`src/include/bpmon_config.svh`:
```
`ifndef BPMON_CONFIG_SVH
`define BPMON_CONFIG_SVH

// width of every counter and path signature
`define BPMON_CNT_W 32

// feedback taps of the path signature
`define BPMON_SIG_POLY 32'h0017beaf

// event classes, index order
// 0 ball (any), 1 brop, 2 jrop, 3 jrra
`define BPMON_NUM_CLASS 4

// register map byte address width
// word index = class * 8 + kind
`define BPMON_ADDR_W 8

`endif

```
`src/verilog/bpmon_pkg.sv`:
```
`include "bpmon_config.svh"

package bpmon_pkg;

    typedef logic [`BPMON_CNT_W-1:0] cnt_t;
    typedef logic [`BPMON_CNT_W-1:0] sig_t;
    typedef logic [31:0] pc_t;

    // one element per class, ball at index 0
    typedef cnt_t [`BPMON_NUM_CLASS-1:0] class_cnt_t;
    typedef sig_t [`BPMON_NUM_CLASS-1:0] class_sig_t;

    // one branch event of a pipeline stage, flags are one-hot or none
    typedef struct packed {
        logic brop;
        logic jrop;
        logic jrra;
        logic cancel;
        pc_t  pc;
    } stage_evt_t;

    typedef enum logic [1:0] {
        OKAY   = 2'b00,
        DECERR = 2'b11
    } resp_t;

    typedef struct packed {
        logic                    arvalid;
        logic [`BPMON_ADDR_W-1:0] araddr;
    } axil_ar_t;

    typedef struct packed {
        logic                   rvalid;
        logic [`BPMON_CNT_W-1:0] rdata;
        resp_t                  rresp;
    } axil_r_t;

    typedef enum logic {
        RD_IDLE,
        RD_DATA
    } rd_state_e;

    // shift, fold in the polynomial on carry-out, then mix the pc
    function automatic sig_t sig_step(input sig_t old_sig, input pc_t pc);
        sig_t fold;
        fold = {`BPMON_CNT_W{old_sig[`BPMON_CNT_W-1]}} & `BPMON_SIG_POLY;
        return {old_sig[`BPMON_CNT_W-2:0], 1'b0} ^ fold ^ pc;
    endfunction

endpackage

```
`src/verilog/bpmon_wb_tracker.sv`:
```
`timescale 1ns/1ps
`include "bpmon_config.svh"

module bpmon_wb_tracker (
    input  logic                  clock,
    input  logic                  reset,
    input  bpmon_pkg::stage_evt_t i_wb,
    output bpmon_pkg::class_cnt_t o_wb_cnt,
    output bpmon_pkg::class_cnt_t o_wb_cnt_next,
    output bpmon_pkg::class_sig_t o_wb_sig,
    output bpmon_pkg::class_sig_t o_wb_sig_next
);

    logic [`BPMON_NUM_CLASS-1:0] hit;
    bpmon_pkg::class_cnt_t       cnt_q;
    bpmon_pkg::class_sig_t       sig_q;

    // class hits, index 0 is any flag
    assign hit = {i_wb.jrra, i_wb.jrop, i_wb.brop, i_wb.brop | i_wb.jrop | i_wb.jrra};

    // next committed state, also the restore point of the br tracker
    always_comb
    begin
        for (int c = 0; c < `BPMON_NUM_CLASS; c++)
        begin
            if (hit[c])
            begin
                o_wb_cnt_next[c] = cnt_q[c] + bpmon_pkg::cnt_t'(1);
                o_wb_sig_next[c] = bpmon_pkg::sig_step(sig_q[c], i_wb.pc);
            end
            else
            begin
                o_wb_cnt_next[c] = cnt_q[c];
                o_wb_sig_next[c] = sig_q[c];
            end
        end
    end

    always_ff @(posedge clock)
    begin
        if (reset)
        begin
            cnt_q <= '0;
            sig_q <= '0;
        end
        else
        begin
            cnt_q <= o_wb_cnt_next;
            sig_q <= o_wb_sig_next;
        end
    end

    assign o_wb_cnt = cnt_q;
    assign o_wb_sig = sig_q;

    // committed total must match the per-class split
    a_wb_ball_sum : assert property (
        @(posedge clock) disable iff (reset)
        cnt_q[0] == cnt_q[1] + cnt_q[2] + cnt_q[3]
    ) else $error("wb ball count differs from class sum");

endmodule

```
`src/verilog/bpmon_br_tracker.sv`:
```
`timescale 1ns/1ps
`include "bpmon_config.svh"

module bpmon_br_tracker (
    input  logic                  clock,
    input  logic                  reset,
    input  bpmon_pkg::stage_evt_t i_br,
    input  logic                  i_wb_cancel,
    input  bpmon_pkg::class_cnt_t i_wb_cnt_next,
    input  bpmon_pkg::class_sig_t i_wb_sig_next,
    output bpmon_pkg::class_cnt_t o_br_cnt,
    output bpmon_pkg::class_cnt_t o_br_err,
    output bpmon_pkg::class_cnt_t o_br_rec,
    output bpmon_pkg::class_sig_t o_br_sig
);

    logic [`BPMON_NUM_CLASS-1:0] hit;
    bpmon_pkg::class_cnt_t       cnt_q;
    bpmon_pkg::class_cnt_t       err_q;
    bpmon_pkg::class_cnt_t       rec_q;
    bpmon_pkg::class_sig_t       sig_q;

    assign hit = {i_br.jrra, i_br.jrop, i_br.brop, i_br.brop | i_br.jrop | i_br.jrra};

    // totals and mispredicts, never rolled back
    always_ff @(posedge clock)
    begin
        if (reset)
        begin
            cnt_q <= '0;
            err_q <= '0;
        end
        else
        begin
            for (int c = 0; c < `BPMON_NUM_CLASS; c++)
            begin
                if (hit[c])
                begin
                    cnt_q[c] <= cnt_q[c] + bpmon_pkg::cnt_t'(1);
                    if (i_br.cancel)
                    begin
                        err_q[c] <= err_q[c] + bpmon_pkg::cnt_t'(1);
                    end
                end
            end
        end
    end

    // speculative history
    // a wb flush wins over a br event in the same cycle
    always_ff @(posedge clock)
    begin
        if (reset)
        begin
            rec_q <= '0;
            sig_q <= '0;
        end
        else
        begin
            for (int c = 0; c < `BPMON_NUM_CLASS; c++)
            begin
                if (i_wb_cancel)
                begin
                    rec_q[c] <= i_wb_cnt_next[c];
                    sig_q[c] <= i_wb_sig_next[c];
                end
                else if (hit[c])
                begin
                    rec_q[c] <= rec_q[c] + bpmon_pkg::cnt_t'(1);
                    sig_q[c] <= bpmon_pkg::sig_step(sig_q[c], i_br.pc);
                end
            end
        end
    end

    assign o_br_cnt = cnt_q;
    assign o_br_err = err_q;
    assign o_br_rec = rec_q;
    assign o_br_sig = sig_q;

    a_br_flags_onehot : assert property (
        @(posedge clock) disable iff (reset)
        $onehot0({i_br.brop, i_br.jrop, i_br.jrra})
    ) else $error("br event carries more than one class flag");

    // a mispredict redirects, so the next resolve slot cannot cancel too
    a_br_cancel_single : assert property (
        @(posedge clock) disable iff (reset)
        i_br.cancel |=> !i_br.cancel
    ) else $error("br cancel high on two consecutive cycles");

endmodule

```
`src/verilog/bpmon_axil_regs.sv`:
```
`timescale 1ns/1ps
`include "bpmon_config.svh"

module bpmon_axil_regs (
    input  logic                  clock,
    input  logic                  reset,
    input  bpmon_pkg::axil_ar_t   i_ar,
    output logic                  o_arready,
    output bpmon_pkg::axil_r_t    o_r,
    input  logic                  i_rready,
    input  bpmon_pkg::class_cnt_t i_wb_cnt,
    input  bpmon_pkg::class_cnt_t i_br_cnt,
    input  bpmon_pkg::class_cnt_t i_br_err,
    input  bpmon_pkg::class_cnt_t i_br_rec,
    input  bpmon_pkg::class_sig_t i_wb_sig,
    input  bpmon_pkg::class_sig_t i_br_sig
);

    localparam int CLS_W = $clog2(`BPMON_NUM_CLASS);

    bpmon_pkg::rd_state_e        state;
    logic [`BPMON_ADDR_W-6:0]    addr_class;
    logic [2:0]                  addr_kind;
    logic [CLS_W-1:0]            cls;
    logic                        mapped;
    logic [`BPMON_CNT_W-1:0]     rd_data;
    bpmon_pkg::resp_t            rd_resp;
    logic [`BPMON_CNT_W-1:0]     data_q;
    bpmon_pkg::resp_t            resp_q;

    // byte address = {class, kind, 2'b00}
    assign addr_class = i_ar.araddr[`BPMON_ADDR_W-1:5];
    assign addr_kind  = i_ar.araddr[4:2];
    assign cls        = addr_class[CLS_W-1:0];
    assign mapped     = (i_ar.araddr[1:0] == 2'b00) && (addr_class < `BPMON_NUM_CLASS);

    always_comb
    begin
        rd_data = '0;
        rd_resp = bpmon_pkg::DECERR;
        if (mapped)
        begin
            rd_resp = bpmon_pkg::OKAY;
            case (addr_kind)
                3'd0: rd_data = i_wb_cnt[cls];
                3'd1: rd_data = i_wb_sig[cls];
                3'd2: rd_data = i_br_cnt[cls];
                3'd3: rd_data = i_br_err[cls];
                3'd4: rd_data = i_br_rec[cls];
                3'd5: rd_data = i_br_sig[cls];
                default: rd_resp = bpmon_pkg::DECERR;
            endcase
        end
    end

    always_ff @(posedge clock)
    begin
        if (reset)
        begin
            state <= bpmon_pkg::RD_IDLE;
        end
        else
        begin
            case (state)
                bpmon_pkg::RD_IDLE: if (i_ar.arvalid) state <= bpmon_pkg::RD_DATA;
                bpmon_pkg::RD_DATA: if (i_rready) state <= bpmon_pkg::RD_IDLE;
                default: state <= bpmon_pkg::RD_IDLE;
            endcase
        end
    end

    // snapshot at address acceptance, held through any stall
    always_ff @(posedge clock)
    begin
        if (state == bpmon_pkg::RD_IDLE && i_ar.arvalid)
        begin
            data_q <= rd_data;
            resp_q <= rd_resp;
        end
    end

    assign o_arready = (state == bpmon_pkg::RD_IDLE);
    assign o_r.rvalid = (state == bpmon_pkg::RD_DATA);
    assign o_r.rdata  = data_q;
    assign o_r.rresp  = resp_q;

    a_r_stable : assert property (
        @(posedge clock) disable iff (reset)
        o_r.rvalid && !i_rready |=> o_r.rvalid && $stable(o_r.rdata) && $stable(o_r.rresp)
    ) else $error("read response changed while stalled");

endmodule

```
`src/verilog/bpmon_top.sv`:
```
`timescale 1ns/1ps

module bpmon_top (
    input  logic                  clock,
    input  logic                  reset,
    input  bpmon_pkg::stage_evt_t i_br,
    input  bpmon_pkg::stage_evt_t i_wb,
    input  bpmon_pkg::axil_ar_t   i_ar,
    output logic                  o_arready,
    output bpmon_pkg::axil_r_t    o_r,
    input  logic                  i_rready
);

    bpmon_pkg::class_cnt_t wb_cnt;
    bpmon_pkg::class_cnt_t wb_cnt_next;
    bpmon_pkg::class_sig_t wb_sig;
    bpmon_pkg::class_sig_t wb_sig_next;
    bpmon_pkg::class_cnt_t br_cnt;
    bpmon_pkg::class_cnt_t br_err;
    bpmon_pkg::class_cnt_t br_rec;
    bpmon_pkg::class_sig_t br_sig;

    bpmon_wb_tracker u_wb (
        .clock         (clock),
        .reset         (reset),
        .i_wb          (i_wb),
        .o_wb_cnt      (wb_cnt),
        .o_wb_cnt_next (wb_cnt_next),
        .o_wb_sig      (wb_sig),
        .o_wb_sig_next (wb_sig_next)
    );

    // flush restores speculative state from committed history
    bpmon_br_tracker u_br (
        .clock         (clock),
        .reset         (reset),
        .i_br          (i_br),
        .i_wb_cancel   (i_wb.cancel),
        .i_wb_cnt_next (wb_cnt_next),
        .i_wb_sig_next (wb_sig_next),
        .o_br_cnt      (br_cnt),
        .o_br_err      (br_err),
        .o_br_rec      (br_rec),
        .o_br_sig      (br_sig)
    );

    bpmon_axil_regs u_regs (
        .clock     (clock),
        .reset     (reset),
        .i_ar      (i_ar),
        .o_arready (o_arready),
        .o_r       (o_r),
        .i_rready  (i_rready),
        .i_wb_cnt  (wb_cnt),
        .i_br_cnt  (br_cnt),
        .i_br_err  (br_err),
        .i_br_rec  (br_rec),
        .i_wb_sig  (wb_sig),
        .i_br_sig  (br_sig)
    );

endmodule

```
`config.mk`:
```
export PLATFORM = sky130hd
export DESIGN_NAME = bpmon_top
export DESIGN_NICKNAME = d
export VERILOG_FILES = /design/src/verilog/bpmon_pkg.sv /design/src/verilog/bpmon_wb_tracker.sv /design/src/verilog/bpmon_br_tracker.sv /design/src/verilog/bpmon_axil_regs.sv /design/src/verilog/bpmon_top.sv
export VERILOG_INCLUDE_DIRS = /design/src /design/src/include
export SDC_FILE = /design/constraint.sdc
export NUM_CORES = 2
export LEC_CHECK = 0
export BUFFER_PORTS_ARGS = -buffer_cell sky130_fd_sc_hd__buf_2
export CORE_ASPECT_RATIO = 0.5
export CORE_MARGIN = 2
export CORE_UTILIZATION = 50
export DETAILED_ROUTE_END_ITERATION = 12
export HOLD_SLACK_MARGIN = 0.02
export PLACE_DENSITY = 0.64
export SETUP_SLACK_MARGIN = 0.2
export SLEW_MARGIN = 10
export SYNTH_ARGS = -nofsm -noshare
export SYNTH_HDL_FRONTEND = slang
export SYNTH_SLANG_ARGS = --single-unit
```
`constraint.sdc`:
```
create_clock -name clock -period 3.1 [get_ports clock]
set_input_delay 0.31 -clock clock [delete_from_list [all_inputs] [get_ports clock]]
set_output_delay 0.31 -clock clock [all_outputs]
set_load 0.02 [all_outputs]
```
# Word-level counts from Yosys, hierarchy flattened
# Cells that the tools add are included.
# classes
n_bitwise	21
reduce_logical	13
addsub	16
eq_ne	5
magnitude_cmp	2
mux	41
# op_table
cell	n
$mux 32	30
$add 32x1->32 const B	16
$bmux 32 s2	6
$xor 32x21->32	8
$xor 32x32->32	8
$pmux 32 s6	1
$reduce_and 2->1	4
$reduce_bool 2->1	4
$eq 3x2->1 const B	2
$eq 3x3->1 const B	2
$reduce_or 6->1	1
$or 1x1->1	4
$eq 3x1->1 const B	1
$logic_not 3->1	1
$lt 2x3->1 const B	1
$lt 3x3->1 const B	1
$logic_and 1x1->1	2
$logic_not 2->1	1
$mux 1	2
$mux 2	1
$pmux 1 s2	1
$not 1->1	1
# totals
reg_bits	803
out_inout_bits	36

# Logic depth before layout (Yosys ltp)
# depth
word_depth	4
ltp_mapped	8
mapped_depth_nobuf	6

# Cells and area by module
# Synthesis repeated with hierarchy kept, for this count alone.
# hier_totals
hier_cells	5190
hier_area_um2	45438.6
# modules_own_cells
module	instances	seq_area_each_um2	cells_per_inst	area_each_um2
bpmon_br_tracker	1	10249.8	3103	25485.7
bpmon_wb_tracker	1	5124.9	1408	12655.9
bpmon_axil_regs	1	1011.0	679	7297.0

# Worst setup path after synthesis
# No wires, ideal clock.
# synth_timing
kind	register to register
start	register u_regs.state
end	register u_regs.data_q[0], enable pin
stages_incl_launch_ff	2
path_slack_ns	0.844
arrival_ns	1.829
t_required_ns	2.673
cell_sequence	dfxtp_1 nor2b_1
# synth_via
elab_chain_cells	2
# synth_rtl
element	line_no	rtl
start, declared	bpmon_axil_regs.sv:21	bpmon_pkg::rd_state_e state;
start signal, assigned	bpmon_axil_regs.sv:60	state <= bpmon_pkg::RD_IDLE;
start signal, assigned	bpmon_axil_regs.sv:65	bpmon_pkg::RD_IDLE: if (i_ar.arvalid) state <= bpmon_pkg::RD_DATA;
start signal, assigned	bpmon_axil_regs.sv:66	bpmon_pkg::RD_DATA: if (i_rready) state <= bpmon_pkg::RD_IDLE;
$not 1->1	bpmon_axil_regs.sv:75	if (state == bpmon_pkg::RD_IDLE && i_ar.arvalid)
$logic_and 1x1->1	bpmon_axil_regs.sv:75	
end signal, assigned	bpmon_axil_regs.sv:77	data_q <= rd_data;
end, declared	bpmon_axil_regs.sv:28	logic [`BPMON_CNT_W-1:0] data_q;
# Every way passes these cells.
# A chain may end at the register's enable or synchronous reset.

# Final worst setup path
# layout_timing
start	register u_br.rec_q (netlist bit u_br.o_br_rec[3])
end	register u_br.rec_q (netlist bit u_br.o_br_rec[28])
# layout_via
elab_chain_cells	3
# layout_rtl
element	line_no	rtl
start, declared	bpmon_br_tracker.sv:20	bpmon_pkg::class_cnt_t rec_q;
start signal, assigned by index	bpmon_br_tracker.sv:64	rec_q[c] <= i_wb_cnt_next[c];
start signal, assigned by index	bpmon_br_tracker.sv:69	rec_q[c] <= rec_q[c] + bpmon_pkg::cnt_t'(1);
$add 32x1->32	bpmon_br_tracker.sv:69	
$mux 32	bpmon_br_tracker.sv:67	else if (hit[c])
$mux 32	bpmon_br_tracker.sv:62	if (i_wb_cancel)
# Every way passes these cells. The select of a mux whose other input is x is not followed.

==> results.json <==
{
  "outcome": "complete, no violations",
  "crit_arrival_ns": 3.18,
  "synth-seq-cells": 802,
  "yosys-top-cells-count": "dfxtp_1, xnor2_1, nor2_1",
  "synth.distinct_cells": 67,
  "holdCritPathClass": "input port to flip-flop",
  "period_share": 0.8415,
  "finalHoldViolations": 0,
  "cts_tree": "yes",
  "use_met1": 0.4617,
  "tightest_slew_ns": 1.161,
  "vias": 37378,
  "end_kind": "flip-flop",
  "ios": 120,
  "synthArstFlopShare": 0,
  "ys_warn_count": 0,
  "numClockSinks": 802,
  "synth_top_area_frac": 0.3529,
  "yosys-top-cells-area": "dfxtp_1, xnor2_1, mux4_2, nor2_1, xor2_1",
  "finalClockSkew_ns": 0.01814,
  "final-setup-viol-count": 0,
  "clk_latency_ns": 0.68,
  "grt.total_usage": 0.3281,
  "seq_area_frac_synth": 0.3756,
  "drt_iter0_drc": 4226,
  "busiest_layer": "met2",
  "postRouteAntennaNets": 0,
  "grt_pass1_vias": 34341,
  "synthesis.area_um2": 43630,
  "drive_gt1_frac": 0.1256,
  "crit_type": "flip-flop to flip-flop",
  "max_slew_margin": 0.2258,
  "rows": 76,
  "ir_drop_mv": 0.4671,
  "met2_usage": 0.4904,
  "vias_per_cell": 6.302,
  "dp.cells": 5776,
  "slew_violations": 0,
  "antenna_found_initial": 13,
  "die_area_um2": 89780,
  "grt_max_degree": 187,
  "synth_fp_nets": 4854,
  "start_kind": "flip-flop",
  "cp_max_fo": 8,
  "drt-total-wl_mm": 150.5,
  "initial_core_util": 0.5058,
  "fin_crit_ns": 2.609,
  "hpwl_mm": 108.5,
  "drc": 0,
  "crit_required_ns": 3.67,
  "grt_util_met3": 0.06809,
  "rsz0062_at_grt": "no",
  "stdcell_count": 5931,
  "root_buffer": "clkbuf_16",
  "ctsResizeCount": 0,
  "fillers": 7753,
  "clock.fmax_mhz": 383.3,
  "cap_violations": 0,
  "htreeDepth": 3,
  "numCtsBuffers": 78,
  "io_buffers": 119,
  "p_leak_uw": 0.01590,
  "stdcell_area_um2": 48130,
  "tns_ns": 0,
  "postPlaceCellArea_um2": 45410,
  "syn_to_final_growth_pct": 10.33,
  "die_w_um": 421.7,
  "syn_inst": 4754,
  "chipHeight_um": 212.9,
  "synth.most_common_cell": "dfxtp_1",
  "path_clk_slew_ns": 0.07,
  "finalNetCount": 4794,
  "place.gp.congestion": 0.9975,
  "powerDensity_nw_per_um2": 520.9,
  "synth.avg_cell_area_um2": 9.177,
  "wire_per_inst_um": 25.37,
  "grt-ovfl-total": 0,
  "synth_edf_count": 33,
  "ctsLongestPathBuffers": 3,
  "yosys.area.top_type": "dfxtp_1",
  "synth_top_flop_cell": "dfxtp_1",
  "fp.coreArea_um2": 86250,
  "grt_pass1_wl_mm": 222.2,
  "dr.pass1.iters": 9
}
==> layer usage <==
layer / vias up / share of wire
met5: - / 0.000086
met3: 299 / 0.095
met2: 1711 / 0.43
met1: 18434 / 0.43
li1: 16932 / -
met4: 2 / 0.044
==> layout make-up <==
| cell class | count | area, um^2 | share of cell area |
|---|---|---|---|
| multi-input combinational | 3480 | 25490 | 0.5295 |
| sequential | 802 | 16390 | 0.3404 |
| clock buffer | 120 | 2365 | 0.04913 |
| timing repair buffer | 254 | 1862 | 0.03868 |
| tap | 1170 | 1464 | 0.03041 |
| inverter | 78 | 292.8 | 0.006083 |
| clock inverter | 20 | 257.7 | 0.005355 |
| antenna | 7 | 17.52 | 0.0003639 |
==> cell families after synthesis <==
| group | Yosys count | share of synthesized area |
|---|---|---|
| AO/OA/AOI/OAI | 709 | 0.1076 |
| flip-flops | 802 | 0.3756 |
| buffers and inverters | 472 | 0.04159 |
| XOR/XNOR | 783 | 0.1572 |
| multiplexers | 302 | 0.1249 |
| adder cells (fa/ha/maj) | 16 | 0.004589 |
| AND/OR/NAND/NOR | 1670 | 0.1885 |
==> through the flow <==
stage | util | power [uW] | setup slack (ns) | hold slack (ns)
floorplan | - | 14000 | 0.8437 | 0.4090
global placement | 0.5265 | 15050 | 0.5127 | 0.4723
detailed placement | 0.5265 | 15100 | 0.4853 | 0.4833
CTS | 0.5579 | 25050 | 0.5597 | 0.02094
global route | 0.5580 | 25820 | 0.3813 | 0.04496
finish | 0.5581 | 25070 | 0.4912 | 0.04659
==> power by group <==
group          switching [uW]  internal [uW]
clock network            4360           5750
registers                 575          10900
logic                    1940           1550
==> worst max-delay path, cell delays in order (launching register included) <==
cell and delay (ns):
dfxtp_1 0.46, and4_1 0.56, nand4_1 0.69, nor3_1 0.46, xnor2_1 0.10, a211oi_1 0.23
==> flip-flops by register name, summed over array words and instances, names as in the netlist <==
signal / cells
u_br.o_br_cnt: 128
u_br.o_br_err: 128
u_regs.state: 1
u_regs.data_q: 32
u_br.o_br_rec: 128
u_br.o_br_sig: 128
u_wb.o_wb_sig: 128
u_regs.resp_q: 1
u_wb.o_wb_cnt: 128
==> path summary, 6_finish.rpt <==
check / endpoint / cells after the start / startpoint / slack (ns)
worst max-delay path: u_br.o_br_rec[28]$_SDFFE_PP0P_ / 5 / u_br.o_br_rec[3]$_SDFFE_PP0P_ / 0.49
worst min-delay path: u_wb.o_wb_sig[90]$_SDFF_PP0_ / 3 / i_wb[26] / 0.05
worst max register to register: u_br.o_br_rec[28]$_SDFFE_PP0P_ / 5 / u_br.o_br_rec[3]$_SDFFE_PP0P_ / 0.49
worst min register to register: u_br.o_br_cnt[31]$_SDFFE_PP0P_ / 2 / u_br.o_br_cnt[31]$_SDFFE_PP0P_ / 0.49
==> timing repair <==
| action | 4_1_cts | 5_1_grt |
|---|---|---|
| setup buffers | 0 | 0 |
| endpoints found under the hold margin | 31 | 0 |
| hold buffers | 8 | 0 |
==> layout by cell type (no fill, tap or decap), types with 16 or more instances in the layout <==
cell type,netlist,layout
edfxtp_1,33,33
inv_1,77,76
a22oi_1,96,96
a31oi_1,44,44
and4_1,79,79
nor2_1,555,555
nand4_1,136,136
mux4_2,189,189
ha_1,16,16
o22ai_1,37,37
nor3_1,137,135
mux2i_1,99,99
a211oi_1,121,121
and3_1,62,62
nand2_1,300,299
a21oi_1,110,110
or4_1,21,21
o21ai_0,157,157
o2bb2ai_1,47,47
o21a_1,25,25
and2_1,37,37
clkbuf_8,0,19
nand3_1,162,162
nor4_1,95,93
dfxtp_1,769,769
clkbuf_16,0,82
clkbuf_1,298,21
buf_2,28,112
xor2_1,155,155
buf_4,2,115
or3_1,37,36
xnor2_1,628,628
(Power assumes the default switching activity.)
